===== config.mk =====
export PLATFORM = sky130hd
export DESIGN_NAME = addrgen
export DESIGN_NICKNAME = d
export VERILOG_FILES = /design/src/vmem_pkg.sv /design/src/axi_ax_pkg.sv /design/src/addrgen.sv /design/src/ax_burst_split.sv /design/src/ax_cmd_queue.sv /design/src/vmem_req_check.sv
export VERILOG_INCLUDE_DIRS = /design/src
export SDC_FILE = /design/constraint.sdc
export NUM_CORES = 2
export LEC_CHECK = 0
export BUFFER_PORTS_ARGS = -buffer_cell sky130_fd_sc_hd__buf_2
export CAP_MARGIN = 20
export CORE_ASPECT_RATIO = 0.6
export CORE_MARGIN = 2
export CORE_UTILIZATION = 40
export DETAILED_ROUTE_END_ITERATION = 10
export GPL_TIMING_DRIVEN = 0
export PLACE_DENSITY = 0.64
export SLEW_MARGIN = 20
export SYNTH_ARGS = -nofsm -noshare
export SYNTH_HDL_FRONTEND = slang
export SYNTH_SLANG_ARGS = --single-unit

===== constraint.sdc =====
create_clock -name clk_i -period 17.2 [get_ports clk_i]
set_input_delay 3.44 -clock clk_i [delete_from_list [all_inputs] [get_ports clk_i]]
set_output_delay 3.44 -clock clk_i [all_outputs]
set_load 0.01 [all_outputs]

===== src/addrgen_consts.svh =====
////////////////////////////////////////////////////////////////////////////
// Constants of the vector address generator for bus, page, burst and queue
////////////////////////////////////////////////////////////////////////////

`ifndef ADDRGEN_CONSTS_SVH
`define ADDRGEN_CONSTS_SVH

// Memory bus
`define ADDR_WIDTH 32
`define AXI_DATA_BYTES 8
`define AXI_SIZE_LOG 3

// Vector length and element index width
`define VLEN_WIDTH 16

// AXI bursts stay inside one 4 KiB page and never exceed 256 beats
`define PAGE_BITS 12
`define MAX_BURST_BEATS 256

// Commands in flight toward the load/store units
`define ADDRGEN_QUEUE_DEPTH 4

`endif


===== src/vmem_pkg.sv =====
////////////////////////////////////////////////////////////////////////////
// Types of vector memory instructions, element widths and error codes
////////////////////////////////////////////////////////////////////////////

`default_nettype none

`include "addrgen_consts.svh"

package vmem_pkg;

  typedef logic [`ADDR_WIDTH-1:0] addr_t;
  typedef logic [`VLEN_WIDTH-1:0] vlen_t;

  // Unit-stride and strided loads and stores
  typedef enum logic [1:0] {VLE, VSE, VLSE, VSSE} vmem_op_e;

  // Encoded as log2 of the element size in bytes
  typedef enum logic [1:0] {EW8, EW16, EW32, EW64} vew_e;

  typedef enum logic [3:0] {
    ERR_NONE           = 4'd0,
    LD_ADDR_MISALIGNED = 4'd4,
    ST_ADDR_MISALIGNED = 4'd6
  } addrgen_err_e;

  typedef struct packed {
    vmem_op_e op;
    addr_t    base;
    addr_t    stride;
    vlen_t    vl;
    vlen_t    vstart;
    vew_e     vew;
  } vmem_req_t;

  typedef struct packed {
    addrgen_err_e err;
    vlen_t        err_vl;
    addr_t        err_vaddr;
  } addrgen_ack_t;

endpackage

`default_nettype wire


===== src/axi_ax_pkg.sv =====
////////////////////////////////////////////////////////////////////////////
// Types of AXI address beats, load/store commands and split requests
////////////////////////////////////////////////////////////////////////////

`default_nettype none

`include "addrgen_consts.svh"

package axi_ax_pkg;

  localparam logic [1:0] BURST_INCR = 2'b01;

  typedef struct packed {
    vmem_pkg::addr_t addr;
    logic [7:0]      len;
    logic [2:0]      size;
    logic [1:0]      burst;
  } ax_beat_t;

  // One entry per AXI transaction, consumed by the load or store unit
  typedef struct packed {
    vmem_pkg::addr_t addr;
    logic [7:0]      len;
    logic [2:0]      size;
    logic            is_load;
  } lsu_cmd_t;

  // Checked instruction handed from the front end to the burst engine
  typedef struct packed {
    vmem_pkg::addr_t addr;
    vmem_pkg::vlen_t len;
    vmem_pkg::addr_t stride;
    vmem_pkg::vew_e  vew;
    logic            is_load;
    logic            is_burst;
  } split_req_t;

endpackage

`default_nettype wire


===== src/addrgen.sv =====
////////////////////////////////////////////////////////////////////////////
// Vector load/store address generator with AR/AW and load/store commands
////////////////////////////////////////////////////////////////////////////

`timescale 1ns/1ps
`default_nettype none

module addrgen (
  input  logic                   clk_i,
  input  logic                   rst_ni,
  // Sequencer
  input  vmem_pkg::vmem_req_t    req_i,
  input  logic                   req_valid_i,
  output logic                   req_ready_o,
  output logic                   ack_o,
  output vmem_pkg::addrgen_ack_t ack_info_o,
  // AXI address channels
  output axi_ax_pkg::ax_beat_t   ar_o,
  output logic                   ar_valid_o,
  input  logic                   ar_ready_i,
  output axi_ax_pkg::ax_beat_t   aw_o,
  output logic                   aw_valid_o,
  input  logic                   aw_ready_i,
  // Load/store units
  output axi_ax_pkg::lsu_cmd_t   lsu_cmd_o,
  output logic                   lsu_cmd_valid_o,
  input  logic                   lsu_cmd_ready_i
);
  import axi_ax_pkg::*;

  split_req_t split_req;
  logic       split_valid;
  logic       split_ready;
  logic       split_done;
  logic       push;
  lsu_cmd_t   push_cmd;
  logic       q_full;
  logic       q_empty;
  logic       q_head_is_load;

  vmem_req_check req_check_i (
    .clk_i         (clk_i),
    .rst_ni        (rst_ni),
    .req_i         (req_i),
    .req_valid_i   (req_valid_i),
    .req_ready_o   (req_ready_o),
    .split_req_o   (split_req),
    .split_valid_o (split_valid),
    .split_ready_i (split_ready),
    .split_done_i  (split_done),
    .ack_o         (ack_o),
    .ack_info_o    (ack_info_o)
  );

  ax_burst_split burst_split_i (
    .clk_i            (clk_i),
    .rst_ni           (rst_ni),
    .split_req_i      (split_req),
    .split_valid_i    (split_valid),
    .split_ready_o    (split_ready),
    .split_done_o     (split_done),
    .ar_o             (ar_o),
    .ar_valid_o       (ar_valid_o),
    .ar_ready_i       (ar_ready_i),
    .aw_o             (aw_o),
    .aw_valid_o       (aw_valid_o),
    .aw_ready_i       (aw_ready_i),
    .q_full_i         (q_full),
    .q_empty_i        (q_empty),
    .q_head_is_load_i (q_head_is_load),
    .push_o           (push),
    .push_cmd_o       (push_cmd)
  );

  ax_cmd_queue cmd_queue_i (
    .clk_i           (clk_i),
    .rst_ni          (rst_ni),
    .push_i          (push),
    .push_cmd_i      (push_cmd),
    .full_o          (q_full),
    .empty_o         (q_empty),
    .head_is_load_o  (q_head_is_load),
    .lsu_cmd_o       (lsu_cmd_o),
    .lsu_cmd_valid_o (lsu_cmd_valid_o),
    .lsu_cmd_ready_i (lsu_cmd_ready_i)
  );

endmodule

`default_nettype wire


===== src/ax_burst_split.sv =====
////////////////////////////////////////////////////////////////////////////
// Burst engine that splits one request into AXI address transactions
// and pushes a matching command for each into the load/store queue
////////////////////////////////////////////////////////////////////////////

`timescale 1ns/1ps
`default_nettype none

`include "addrgen_consts.svh"

module ax_burst_split (
  input  logic                   clk_i,
  input  logic                   rst_ni,
  input  axi_ax_pkg::split_req_t split_req_i,
  input  logic                   split_valid_i,
  output logic                   split_ready_o,
  output logic                   split_done_o,
  output axi_ax_pkg::ax_beat_t   ar_o,
  output logic                   ar_valid_o,
  input  logic                   ar_ready_i,
  output axi_ax_pkg::ax_beat_t   aw_o,
  output logic                   aw_valid_o,
  input  logic                   aw_ready_i,
  input  logic                   q_full_i,
  input  logic                   q_empty_i,
  input  logic                   q_head_is_load_i,
  output logic                   push_o,
  output axi_ax_pkg::lsu_cmd_t   push_cmd_o
);
  import vmem_pkg::*;
  import axi_ax_pkg::*;

  localparam addr_t BeatMask   = addr_t'(`AXI_DATA_BYTES - 1);
  localparam addr_t BurstBytes = addr_t'(`MAX_BURST_BEATS * `AXI_DATA_BYTES);
  localparam addr_t PageMask   = addr_t'((1 << `PAGE_BITS) - 1);

  typedef enum logic [1:0] {IDLE, PLAN, REQUEST} state_e;

  state_e     state_q, state_d;
  split_req_t req_q;
  addr_t      addr_q, addr_d;
  addr_t      end_q, end_d;
  vlen_t      remain_q, remain_d;
  logic [2:0] size_q;

  vlen_t      consumed;
  logic [7:0] beat_len;
  logic       q_ok;
  logic       fire;

  // Last byte covered by the transaction that starts at addr
  function automatic addr_t txn_end(addr_t addr, vlen_t count, vew_e vew, logic is_burst);
    addr_t last_byte;
    addr_t beat_end;
    addr_t page_end;
    last_byte = addr + (addr_t'(count) << vew) - addr_t'(1);
    beat_end  = (addr & ~BeatMask) + BurstBytes - addr_t'(1);
    page_end  = addr | PageMask;
    txn_end   = last_byte;
    if (beat_end < txn_end) txn_end = beat_end;
    if (page_end < txn_end) txn_end = page_end;
    // A strided element is a single beat of its own size
    if (!is_burst) txn_end = addr + (addr_t'(1) << vew) - addr_t'(1);
  endfunction

  ////////////////////////////////////////////////////////////////////////////
  // Channel handshake

  // The queue holds one direction at a time, so a load never waits behind a store
  assign q_ok       = !q_full_i && (q_empty_i || q_head_is_load_i == req_q.is_load);
  assign ar_valid_o = state_q == REQUEST && req_q.is_load && q_ok;
  assign aw_valid_o = state_q == REQUEST && !req_q.is_load && q_ok;
  assign fire       = (ar_valid_o && ar_ready_i) || (aw_valid_o && aw_ready_i);

  // Beats counted from the bus-aligned start up to the end address
  assign beat_len = req_q.is_burst ?
                    8'((end_q >> `AXI_SIZE_LOG) - (addr_q >> `AXI_SIZE_LOG)) : 8'd0;

  assign ar_o = '{addr: addr_q, len: beat_len, size: size_q, burst: BURST_INCR};
  assign aw_o = '{addr: addr_q, len: beat_len, size: size_q, burst: BURST_INCR};

  assign push_o     = fire;
  assign push_cmd_o = '{addr: addr_q, len: beat_len, size: size_q, is_load: req_q.is_load};

  assign split_ready_o = state_q == IDLE;

  ////////////////////////////////////////////////////////////////////////////
  // Transaction sequencing

  always_comb begin
    state_d      = state_q;
    addr_d       = addr_q;
    remain_d     = remain_q;
    end_d        = end_q;
    split_done_o = 1'b0;
    consumed     = vlen_t'((end_q - addr_q + addr_t'(1)) >> req_q.vew);
    case (state_q)
      IDLE: begin
        if (split_valid_i) begin
          addr_d   = split_req_i.addr;
          remain_d = split_req_i.len;
          state_d  = PLAN;
        end
      end
      PLAN: begin
        end_d   = txn_end(addr_q, remain_q, req_q.vew, req_q.is_burst);
        state_d = REQUEST;
      end
      REQUEST: begin
        if (fire) begin
          addr_d   = req_q.is_burst ? end_q + addr_t'(1) : addr_q + req_q.stride;
          remain_d = (remain_q > consumed) ? remain_q - consumed : '0;
          // Next transaction is ready right after this handshake
          end_d    = txn_end(addr_d, remain_d, req_q.vew, req_q.is_burst);
          if (remain_d == '0) begin
            split_done_o = 1'b1;
            state_d      = IDLE;
          end
        end
      end
      default: state_d = IDLE;
    endcase
  end

  always_ff @(posedge clk_i or negedge rst_ni) begin
    if (!rst_ni) begin
      state_q <= IDLE;
    end else begin
      state_q <= state_d;
    end
  end

  always_ff @(posedge clk_i) begin
    addr_q   <= addr_d;
    remain_q <= remain_d;
    end_q    <= end_d;
    if (split_valid_i && split_ready_o) begin
      req_q  <= split_req_i;
      size_q <= split_req_i.is_burst ? 3'(`AXI_SIZE_LOG) : 3'(split_req_i.vew);
    end
  end

endmodule

`default_nettype wire


===== src/ax_cmd_queue.sv =====
////////////////////////////////////////////////////////////////////////////
// FIFO of commands toward the load/store units
////////////////////////////////////////////////////////////////////////////

`timescale 1ns/1ps
`default_nettype none

`include "addrgen_consts.svh"

module ax_cmd_queue (
  input  logic                 clk_i,
  input  logic                 rst_ni,
  input  logic                 push_i,
  input  axi_ax_pkg::lsu_cmd_t push_cmd_i,
  output logic                 full_o,
  output logic                 empty_o,
  output logic                 head_is_load_o,
  output axi_ax_pkg::lsu_cmd_t lsu_cmd_o,
  output logic                 lsu_cmd_valid_o,
  input  logic                 lsu_cmd_ready_i
);
  import axi_ax_pkg::*;

  localparam int unsigned Depth = `ADDRGEN_QUEUE_DEPTH;
  localparam int unsigned PtrW  = $clog2(Depth);

  lsu_cmd_t        mem_q [Depth];
  logic [PtrW-1:0] wr_ptr_q, rd_ptr_q;
  logic [PtrW:0]   count_q;
  logic            pop;

  function automatic logic [PtrW-1:0] ptr_inc(logic [PtrW-1:0] ptr);
    return (ptr == PtrW'(Depth - 1)) ? '0 : ptr + 1'b1;
  endfunction

  assign pop = lsu_cmd_valid_o && lsu_cmd_ready_i;

  always_ff @(posedge clk_i or negedge rst_ni) begin
    if (!rst_ni) begin
      wr_ptr_q <= '0;
      rd_ptr_q <= '0;
      count_q  <= '0;
    end else begin
      if (push_i) wr_ptr_q <= ptr_inc(wr_ptr_q);
      if (pop) rd_ptr_q <= ptr_inc(rd_ptr_q);
      // Simultaneous push and pop keep the count
      if (push_i && !pop) begin
        count_q <= count_q + 1'b1;
      end else if (pop && !push_i) begin
        count_q <= count_q - 1'b1;
      end
    end
  end

  always_ff @(posedge clk_i) begin
    if (push_i) mem_q[wr_ptr_q] <= push_cmd_i;
  end

  assign full_o          = count_q == (PtrW + 1)'(Depth);
  assign empty_o         = count_q == '0;
  assign lsu_cmd_o       = mem_q[rd_ptr_q];
  assign head_is_load_o  = lsu_cmd_o.is_load;
  assign lsu_cmd_valid_o = !empty_o;

endmodule

`default_nettype wire


===== src/vmem_req_check.sv =====
////////////////////////////////////////////////////////////////////////////
// Front end that checks vector memory instructions and acknowledges them
////////////////////////////////////////////////////////////////////////////

`timescale 1ns/1ps
`default_nettype none

`include "addrgen_consts.svh"

module vmem_req_check (
  input  logic                   clk_i,
  input  logic                   rst_ni,
  input  vmem_pkg::vmem_req_t    req_i,
  input  logic                   req_valid_i,
  output logic                   req_ready_o,
  output axi_ax_pkg::split_req_t split_req_o,
  output logic                   split_valid_o,
  input  logic                   split_ready_i,
  input  logic                   split_done_i,
  output logic                   ack_o,
  output vmem_pkg::addrgen_ack_t ack_info_o
);
  import vmem_pkg::*;
  import axi_ax_pkg::*;

  typedef enum logic [1:0] {IDLE, CHECK, SPLIT, ACK} state_e;

  state_e       state_q, state_d;
  vmem_req_t    req_q;
  split_req_t   split_q;
  addrgen_ack_t ack_q;
  logic         sent_q;

  addr_t start_addr;
  vlen_t elem_cnt;
  logic  is_burst;
  logic  is_load;
  logic  addr_err;

  function automatic logic misaligned(addr_t addr, vew_e vew);
    addr_t mask;
    mask = (addr_t'(1) << vew) - addr_t'(1);
    return |(addr & mask);
  endfunction

  always_comb begin
    is_burst = req_q.op inside {VLE, VSE};
    is_load  = req_q.op inside {VLE, VLSE};
    elem_cnt = req_q.vl - req_q.vstart;
    // Skip the elements before vstart
    if (is_burst) begin
      start_addr = req_q.base + (addr_t'(req_q.vstart) << req_q.vew);
    end else begin
      start_addr = req_q.base + addr_t'(req_q.vstart) * req_q.stride;
    end
    // The stride only matters when a second element follows
    addr_err = misaligned(start_addr, req_q.vew) ||
               (misaligned(req_q.stride, req_q.vew) && elem_cnt > vlen_t'(1));
  end

  always_comb begin
    state_d = state_q;
    case (state_q)
      IDLE: if (req_valid_i) state_d = CHECK;
      // Nothing to split for an error or an empty body
      CHECK: state_d = (addr_err || elem_cnt == '0) ? ACK : SPLIT;
      SPLIT: if (split_done_i) state_d = ACK;
      default: state_d = IDLE;
    endcase
  end

  always_ff @(posedge clk_i or negedge rst_ni) begin
    if (!rst_ni) begin
      state_q <= IDLE;
      sent_q  <= 1'b0;
    end else begin
      state_q <= state_d;
      if (state_q == CHECK) begin
        sent_q <= 1'b0;
      end else if (split_valid_o && split_ready_i) begin
        sent_q <= 1'b1;
      end
    end
  end

  always_ff @(posedge clk_i) begin
    if (req_valid_i && req_ready_o) begin
      req_q <= req_i;
    end
    if (state_q == CHECK) begin
      split_q <= '{addr: start_addr, len: elem_cnt, stride: req_q.stride, vew: req_q.vew,
                   is_load: is_load, is_burst: is_burst};
      ack_q.err       <= !addr_err ? ERR_NONE :
                         is_load ? LD_ADDR_MISALIGNED : ST_ADDR_MISALIGNED;
      ack_q.err_vl    <= addr_err ? req_q.vstart : '0;
      ack_q.err_vaddr <= addr_err ? start_addr : '0;
    end
  end

  assign req_ready_o   = state_q == IDLE;
  assign split_valid_o = state_q == SPLIT && !sent_q;
  assign split_req_o   = split_q;
  assign ack_o         = state_q == ACK;
  assign ack_info_o    = ack_q;

endmodule

`default_nettype wire

# Yosys cells after proc, flatten, opt, wreduce, memory -nomap -nowiden
# Memories as Yosys holds them, arrays and structs flattened.
# Index checks and enable logic that the tools add are counted.
[word_totals]
ff_bits = 367
mem_bits_rw = 176
input_bits = 106
output_inout_bits = 191
elab_cells = 171
mem_count = 1
[memory_table]
columns = ["name", "words", "word_bits", "rd", "rd_clocked_by_memory_dff", "write_ports", "line", "source"]
rows = [
  ["cmd_queue_i.mem_q", 4, 44, 1, 0, 1, "ax_cmd_queue.sv:27", "lsu_cmd_t mem_q [Depth];"],
]
[op_classes]
add_sub_neg = 26
n_mul = 1
n_lt_le_gt_ge = 6
n_eq_ne = 16
shifts = 6
muxes = 41
bitwise_logic = 2
n_reduce_logical = 42
[ops]
columns = ["cell", "count"]
rows = [
  ["$mux W32", 14],
  ["$add A32 B32 Y32", 7],
  ["$sub A32 B1 Y32 const B", 7],
  ["$lt A32 B32 Y1", 4],
  ["$pmux W32 S2", 2],
  ["$shl A16 B2 Y32", 3],
  ["$add A32 B1 Y32 const B", 2],
  ["$add A32 B12 Y32 const B", 2],
  ["$and A32 B32 Y32", 2],
  ["$reduce_or A32 Y1", 2],
  ["$shl A1 B2 Y32 const A", 2],
  ["$mux W16", 3],
  ["$logic_not A16 Y1", 2],
  ["$mul A16 B32 Y32", 1],
  ["$pmux W16 S2", 1],
  ["$shr A32 B2 Y16", 1],
  ["$sub A16 B16 Y16", 2],
  ["$sub A32 B32 Y32", 1],
  ["$gt A16 B1 Y1 const B", 1],
  ["$gt A16 B16 Y1", 1],
  ["$mux W2", 8],
  ["$logic_and A1 B1 Y1", 14],
  ["$eq A2 B2 Y1 const B", 6],
  ["$pmux W2 S3", 2],
  ["other kinds (19)", 50],
]

# Depth between registers and ports, before layout
[logic_depth]
depth_word = 17
mapped_depth = 72
ltp_nobuf = 66

# Modules after synthesis
# Synthesis repeated with hierarchy kept, for this count alone.
[hier_totals]
cells_unflattened = 5182
area_unflattened_um2 = 51700.8
[modules_own_cells]
columns = ["mod", "n_inst", "cells_per_inst", "area_per_inst_um2", "seq_area_each_um2"]
rows = [
  ["vmem_req_check", 1, 2090, 22630.5, 7101.8],
  ["ax_burst_split", 1, 2823, 22223.8, 3593.4],
  ["ax_cmd_queue", 1, 269, 6846.6, 5460.2],
]

# Worst setup path after synthesis
# OpenSTA, ideal clock, no wires.
[synth_path]
kind = "flip-flop to flip-flop"
startpoint = "reg burst_split_i.addr_q[2]"
endpoint = "reg burst_split_i.end_q[21] (data pin)"
setup_ps = 168
arrival_ps = 12135
t_required_ps = 17032
path_slack_ps = 4897
stages_incl_launch_ff = 65
n_path_buf = 4
period_less_slack_ps = 12303
path_cell_list = "edfxtp_1 > inv_1 > ha_1 > ha_1 > a21o_1 > a21o_1 > maj3_1 > a221o_1 > a221o_1 > a2111oi_0 > nor3_1 > a41o_1 > o21a_1 > or3_1 > a31oi_1 > nor2_1 > a311oi_1 > ha_1 > [... 29 more ...] > buf_2 > mux2_2 > ha_1 > a21o_1 > a21oi_1 > nor2b_1 > o21ai_0 > nand2b_1 > a21oi_1 > nor2b_1 > o21ai_0 > nand2b_1 > a21oi_1 > nand3_1 > o21ai_2 > buf_4 > mux2_4 > a221oi_2"
[synth_between]
elab_chain_cells = 17
elab_cells_between_ends = 34
classes_between = "add/sub: 14; order compare: 5; shift: 2; mux: 13"
[synth_lines]
columns = ["element", "line", "source"]
rows = [
  ["from (decl)", "ax_burst_split.sv:41", "addr_t addr_q, addr_d;"],
  ["from (signal assigned)", "ax_burst_split.sv:134", "addr_q <= addr_d;"],
  ["$sub A32 B32 Y32", "ax_burst_split.sv:96", "consumed = vlen_t'((end_q - addr_q + addr_t'(1)) >> req_q.vew);"],
  ["$add A32 B1 Y32", "ax_burst_split.sv:96", ""],
  ["$shr A32 B2 Y16", "ax_burst_split.sv:96", ""],
  ["$sub A16 B16 Y16 / $gt A16 B16 Y1 (equally long branches)", "ax_burst_split.sv:112", "remain_d = (remain_q > consumed) ? remain_q - consumed : '0;"],
  ["$mux W16", "ax_burst_split.sv:112", ""],
  ["$shl A16 B2 Y32", "ax_burst_split.sv:56", "last_byte = addr + (addr_t'(count) << vew) - addr_t'(1);"],
  ["$add A32 B32 Y32", "ax_burst_split.sv:56", ""],
  ["$sub A32 B1 Y32", "ax_burst_split.sv:56", ""],
  ["[... 2 more ...]", "-", ""],
  ["$mux W32", "ax_burst_split.sv:110", "if (fire) begin"],
  ["$mux W32", "ax_burst_split.sv:97", "case (state_q)"],
  ["$lt A32 B32 Y1", "ax_burst_split.sv:61", "if (page_end < txn_end) txn_end = page_end;"],
  ["$mux W32", "ax_burst_split.sv:61", ""],
  ["$mux W32", "ax_burst_split.sv:63", "if (!is_burst) txn_end = addr + (addr_t'(1) << vew) - addr_t'(1);"],
  ["$mux W32", "ax_burst_split.sv:110", ""],
  ["$pmux W32 S2 *", "ax_burst_split.sv:97", ""],
  ["via burst_split_i.end_d[21]", "ax_burst_split.sv:42", "addr_t end_q, end_d;"],
  ["to (signal assigned)", "ax_burst_split.sv:136", "end_q <= end_d;"],
  ["to (decl)", "ax_burst_split.sv:42", ""],
]
# Mark *: on every way through the listed nets, which the timed path passes. The rest lies on a longest branch. The select of a mux whose other input is x is not followed.
# A chain may end at the register's enable or synchronous reset.

# Worst setup path after layout
[layout_path]
startpoint = "reg burst_split_i.addr_q[2]"
endpoint = "reg burst_split_i.end_q[11] (data pin)"
# The elaborated chain is that of the path after synthesis.

==> impl_metrics.ini <==
[worst_setup_path]
worst_r2r_startpoint = burst_split_i.addr_q[2]
cp-startpoint = burst_split_i.addr_q[2]
highest_fanout_seen_on_the_critical_path = 10
termination_of_the_worst_setup_path = burst_split_i.end_q[11]
worst-path-buf-inv = 9
worst-path-stages = 64
worst_ep_arrival_time_ns = 17.32
worst-r2r-cell-count = 64
critical_path.max_stage_delay_ns = 0.55
critical_path_required_ns = 17.68
worst_setup_path_start_kind = register
cpMostUsedCell = sky130_fd_sc_hd__ha_1
setup.worst_path.end_class = register
reg2reg_slack_ns = 0.36
critical_path.slowest_cell = sky130_fd_sc_hd__o21bai_1
crit_family = compound AO/OA/AOI/OAI gates
worstSetupPathType = reg2reg
regToRegEndpoint = burst_split_i.end_q[11]

[clock_tree]
cts_made_buffers = 54
cts_tree = done
clock_tree.buffer_depth = 3
clkSinkCount = 536
cts.reportedPaths.clkPinSlew_ns = 0.07
worstSkewPairLatency_ns = 0.71
cts.htree.levels = 2
clockRootBuffer = sky130_fd_sc_hd__clkbuf_16

[floorplanning]
placement_rows = 102
core_region_area_mm2 = 0.129
fp.dieArea_mm2 = 0.133
die_width_um = 469
die_h_um = 283
top_level_ports = 297
initial_utilization_pct = 40.3

[timing]
clock.fmax_ghz = 0.0594
slew_violations = 0
period_share_pct = 97.9
slew-limit-headroom_pct = 12.6
post-route-min-period_ns = 16.84
rsz0062_at_grt = false
finalClockSkew_ns = 0.0688
report.final.setup_viol = 0
worst_slew_pin_slew_ns = 1.31
setup_total_negative_slack_ns = 0
timing.final.hold_violations = 0

[routing]
num_vias = 42000
drc = 0
routed_wire_length_per_instance_um = 26.3
route.antenna.remaining_nets = 0
drt-vias-per-instance = 5.71
dr.first_iter.drc_count = 5568
detailed_route_wl_um = 193000
detailedRoute.firstPassIterationCount = 8

[synth]
postSynthCellCount = 5213
synth_area_mm2 = 0.0519
yosysUniqueCellTypes = 104
yosysSeqAreaShare_pct = 30.9
ys_seq_elements = 536
synth_async_sr_flop_share_pct = 2.24
synth-edff-count = 524
synthesis.area_per_instance_um2 = 9.96
synth-main-ff-cell = sky130_fd_sc_hd__edfxtp_1
synth_warnings = 0

[grt]
globalRoute.totalOverflow = 0
grt_start_max_net_pins = 52
track_usage_pct = 28.6
first_global_vias = 39700
grt_pass1_wl_um = 276000
grt_antenna_before_repair = 14

[placed_design]
count_of_port_buffers_added_during_placement = 287
gp_congestion = 1.06
detailed_place_hpwl_um = 158000

[job]
maxCapViolations = 0

[finish]
final_layout_size_suffix_gt1_share_pct = 12.0
areaGrowthSynthToFinish_pct = 11.6
fillerInstances = 12300
final_net_count = 6535

[min_path]
min_path_cells = 0
hold_path_class = reg2reg

[status]
run_status = complete, no violations
[cell usage in the layout, fill, tap and decap left out, drive strengths merged, types with 33 or more instances in the layout]
master	synthesis	routed
xnor2	230	230
ha	489	489
nand3	77	77
mux2i	67	67
nor2b	60	60
a21oi	258	258
nand2b	35	35
o21bai	39	39
mux2	39	39
o21ai	242	242
a21o	107	107
buf	127	443
nand2	329	329
clkbuf	157	224
nor3	73	73
o21a	41	41
fa	348	348
a211oi	40	40
xor2	106	106
nor2	264	264
nand4	44	44
and2	392	392
and3	33	33
edfxtp	524	524
a31oi	34	34
inv	657	662
mux4	49	49
[cell usage after synthesis, types with 9 or more instances]
cell,count,area share [%]
sky130_fd_sc_hd__a21o_1,107,1.5
sky130_fd_sc_hd__nand2b_1,35,0.42
sky130_fd_sc_hd__xor2_1,106,1.8
sky130_fd_sc_hd__fa_1,348,13
sky130_fd_sc_hd__and3_1,32,0.39
sky130_fd_sc_hd__nand4_1,43,0.52
sky130_fd_sc_hd__nor3b_1,9,0.13
sky130_fd_sc_hd__nor2b_1,60,0.72
sky130_fd_sc_hd__o21a_1,41,0.59
sky130_fd_sc_hd__o21ai_0,230,2.2
sky130_fd_sc_hd__buf_2,12,0.12
sky130_fd_sc_hd__or2_2,20,0.24
sky130_fd_sc_hd__or3_1,26,0.31
sky130_fd_sc_hd__mux2i_1,67,1.3
sky130_fd_sc_hd__dfrtp_1,12,0.58
sky130_fd_sc_hd__xnor2_1,230,3.9
sky130_fd_sc_hd__mux4_2,49,2.1
sky130_fd_sc_hd__o31a_1,11,0.19
sky130_fd_sc_hd__nor2_1,264,1.9
sky130_fd_sc_hd__a21oi_1,258,2.5
sky130_fd_sc_hd__a211oi_1,38,0.55
sky130_fd_sc_hd__clkbuf_1,157,1.1
sky130_fd_sc_hd__buf_4,96,1.4
sky130_fd_sc_hd__nand3_1,77,0.74
sky130_fd_sc_hd__o22ai_1,24,0.29
sky130_fd_sc_hd__nor3_1,72,0.69
sky130_fd_sc_hd__nor4_1,16,0.19
sky130_fd_sc_hd__ha_1,489,12
sky130_fd_sc_hd__o31ai_1,21,0.30
sky130_fd_sc_hd__a21boi_0,13,0.19
sky130_fd_sc_hd__inv_1,654,4.7
sky130_fd_sc_hd__o21bai_1,38,0.55
sky130_fd_sc_hd__a31oi_1,34,0.41
sky130_fd_sc_hd__edfxtp_1,524,30
sky130_fd_sc_hd__and4_1,12,0.20
sky130_fd_sc_hd__o211ai_1,25,0.36
sky130_fd_sc_hd__mux2_2,33,0.72
sky130_fd_sc_hd__buf_1,18,0.13
sky130_fd_sc_hd__nand2_1,329,2.4
sky130_fd_sc_hd__and2_1,392,4.7
sky130_fd_sc_hd__o21ai_1,11,0.11
[registers in the layout (all words and copies together) (netlist names)]
name	flops
req_check_i.sent_q	1
cmd_queue_i.mem_q	172
burst_split_i.push_cmd_o	1
req_check_i.state_q	2
req_check_i.split_req_o	84
burst_split_i.req_q	35
burst_split_i.size_q	2
burst_split_i.addr_q	32
burst_split_i.end_q	32
req_check_i.req_q	100
req_check_i.ack_info_o	50
cmd_queue_i.count_q	3
cmd_queue_i.rd_ptr_q	2
burst_split_i.state_q	2
cmd_queue_i.wr_ptr_q	2
burst_split_i.remain_q	16
[layer usage]
| layer | part of all wire [%] | wire length [um] | GRT usage, % | vias to the layer above |
|---|---|---|---|---|
| met5 | 0.24 | 466 | 2.13 | - |
| met4 | 1.8 | 3470 | 4.70 | 8 |
| met3 | 18 | 34400 | 16.3 | 208 |
| met2 | 35 | 68300 | 34.7 | 2494 |
| met1 | 45 | 86800 | 43.2 | 20700 |
| li1 | - | - | - | 18600 |
[worst min path at each step]
stage                           startpoint                          end  slack [ns]
2_1_floorplan   req_check_i.split_req_o[1]  burst_split_i.push_cmd_o[0]        0.40
3_3_place_gp   req_check_i.split_req_o[22]      burst_split_i.req_q[22]        0.40
3_5_place_dp   req_check_i.split_req_o[17]      burst_split_i.req_q[17]        0.41
4_1_cts         req_check_i.split_req_o[4]       burst_split_i.req_q[4]        0.39
5_1_grt         req_check_i.split_req_o[4]       burst_split_i.req_q[4]        0.39
6_report        req_check_i.split_req_o[4]       burst_split_i.req_q[4]        0.41
[area by class of cell]
type / count / area (um2) / share of cell area [%]
tap: 1716 / 2150 / 3.71
timing repair buffer: 316 / 1840 / 3.17
buffer: 284 / 1460 / 2.51
clock buffer: 67 / 1420 / 2.45
clock inverter: 35 / 459 / 0.793
multi-input combinational: 3742 / 32100 / 55.4
inverter: 658 / 2470 / 4.26
antenna: 7 / 17.5 / 0.0302
sequential: 536 / 16000 / 27.7
[timing repair]
item / in CTS / in global routing
endpoints found under the setup margin: 0 / 32
hold buffers: 0 / 0
hold endpoints to repair: 0 / 0
setup buffers: 0 / 12
resized for setup: 0 / 5
[stage by stage]
stage               instance area, um2  cells  setup WS (ns)  hold WS, ns  util, %
floorplan                        51900   5220           4.90        0.400        -
global placement                 55500   7223          0.224        0.401     43.1
detailed placement               55800   7239          0.353        0.406     43.3
CTS                              57700   7341          0.218        0.389     44.7
global route                     57900   7354         0.0685        0.392     44.9
finish                           57900   7361          0.361        0.407     44.9
[cell families (layout without fill, tap and decap cells)]
group,Yosys count,in the layout,share of synthesized area [%]
simple gates,1428,1428,14.3
compound gates,975,975,12.1
buf+inv,942,1360,7.55
fa+ha+maj,839,839,25.3
flops,536,536,30.9
xor+xnor,336,336,5.67
mux,155,155,4.27
other cells,2,16,0.0145
Power is left out: the tool's default activity adds up to more than one toggle a clock period on the data nets, which glitch-free logic cannot reach.
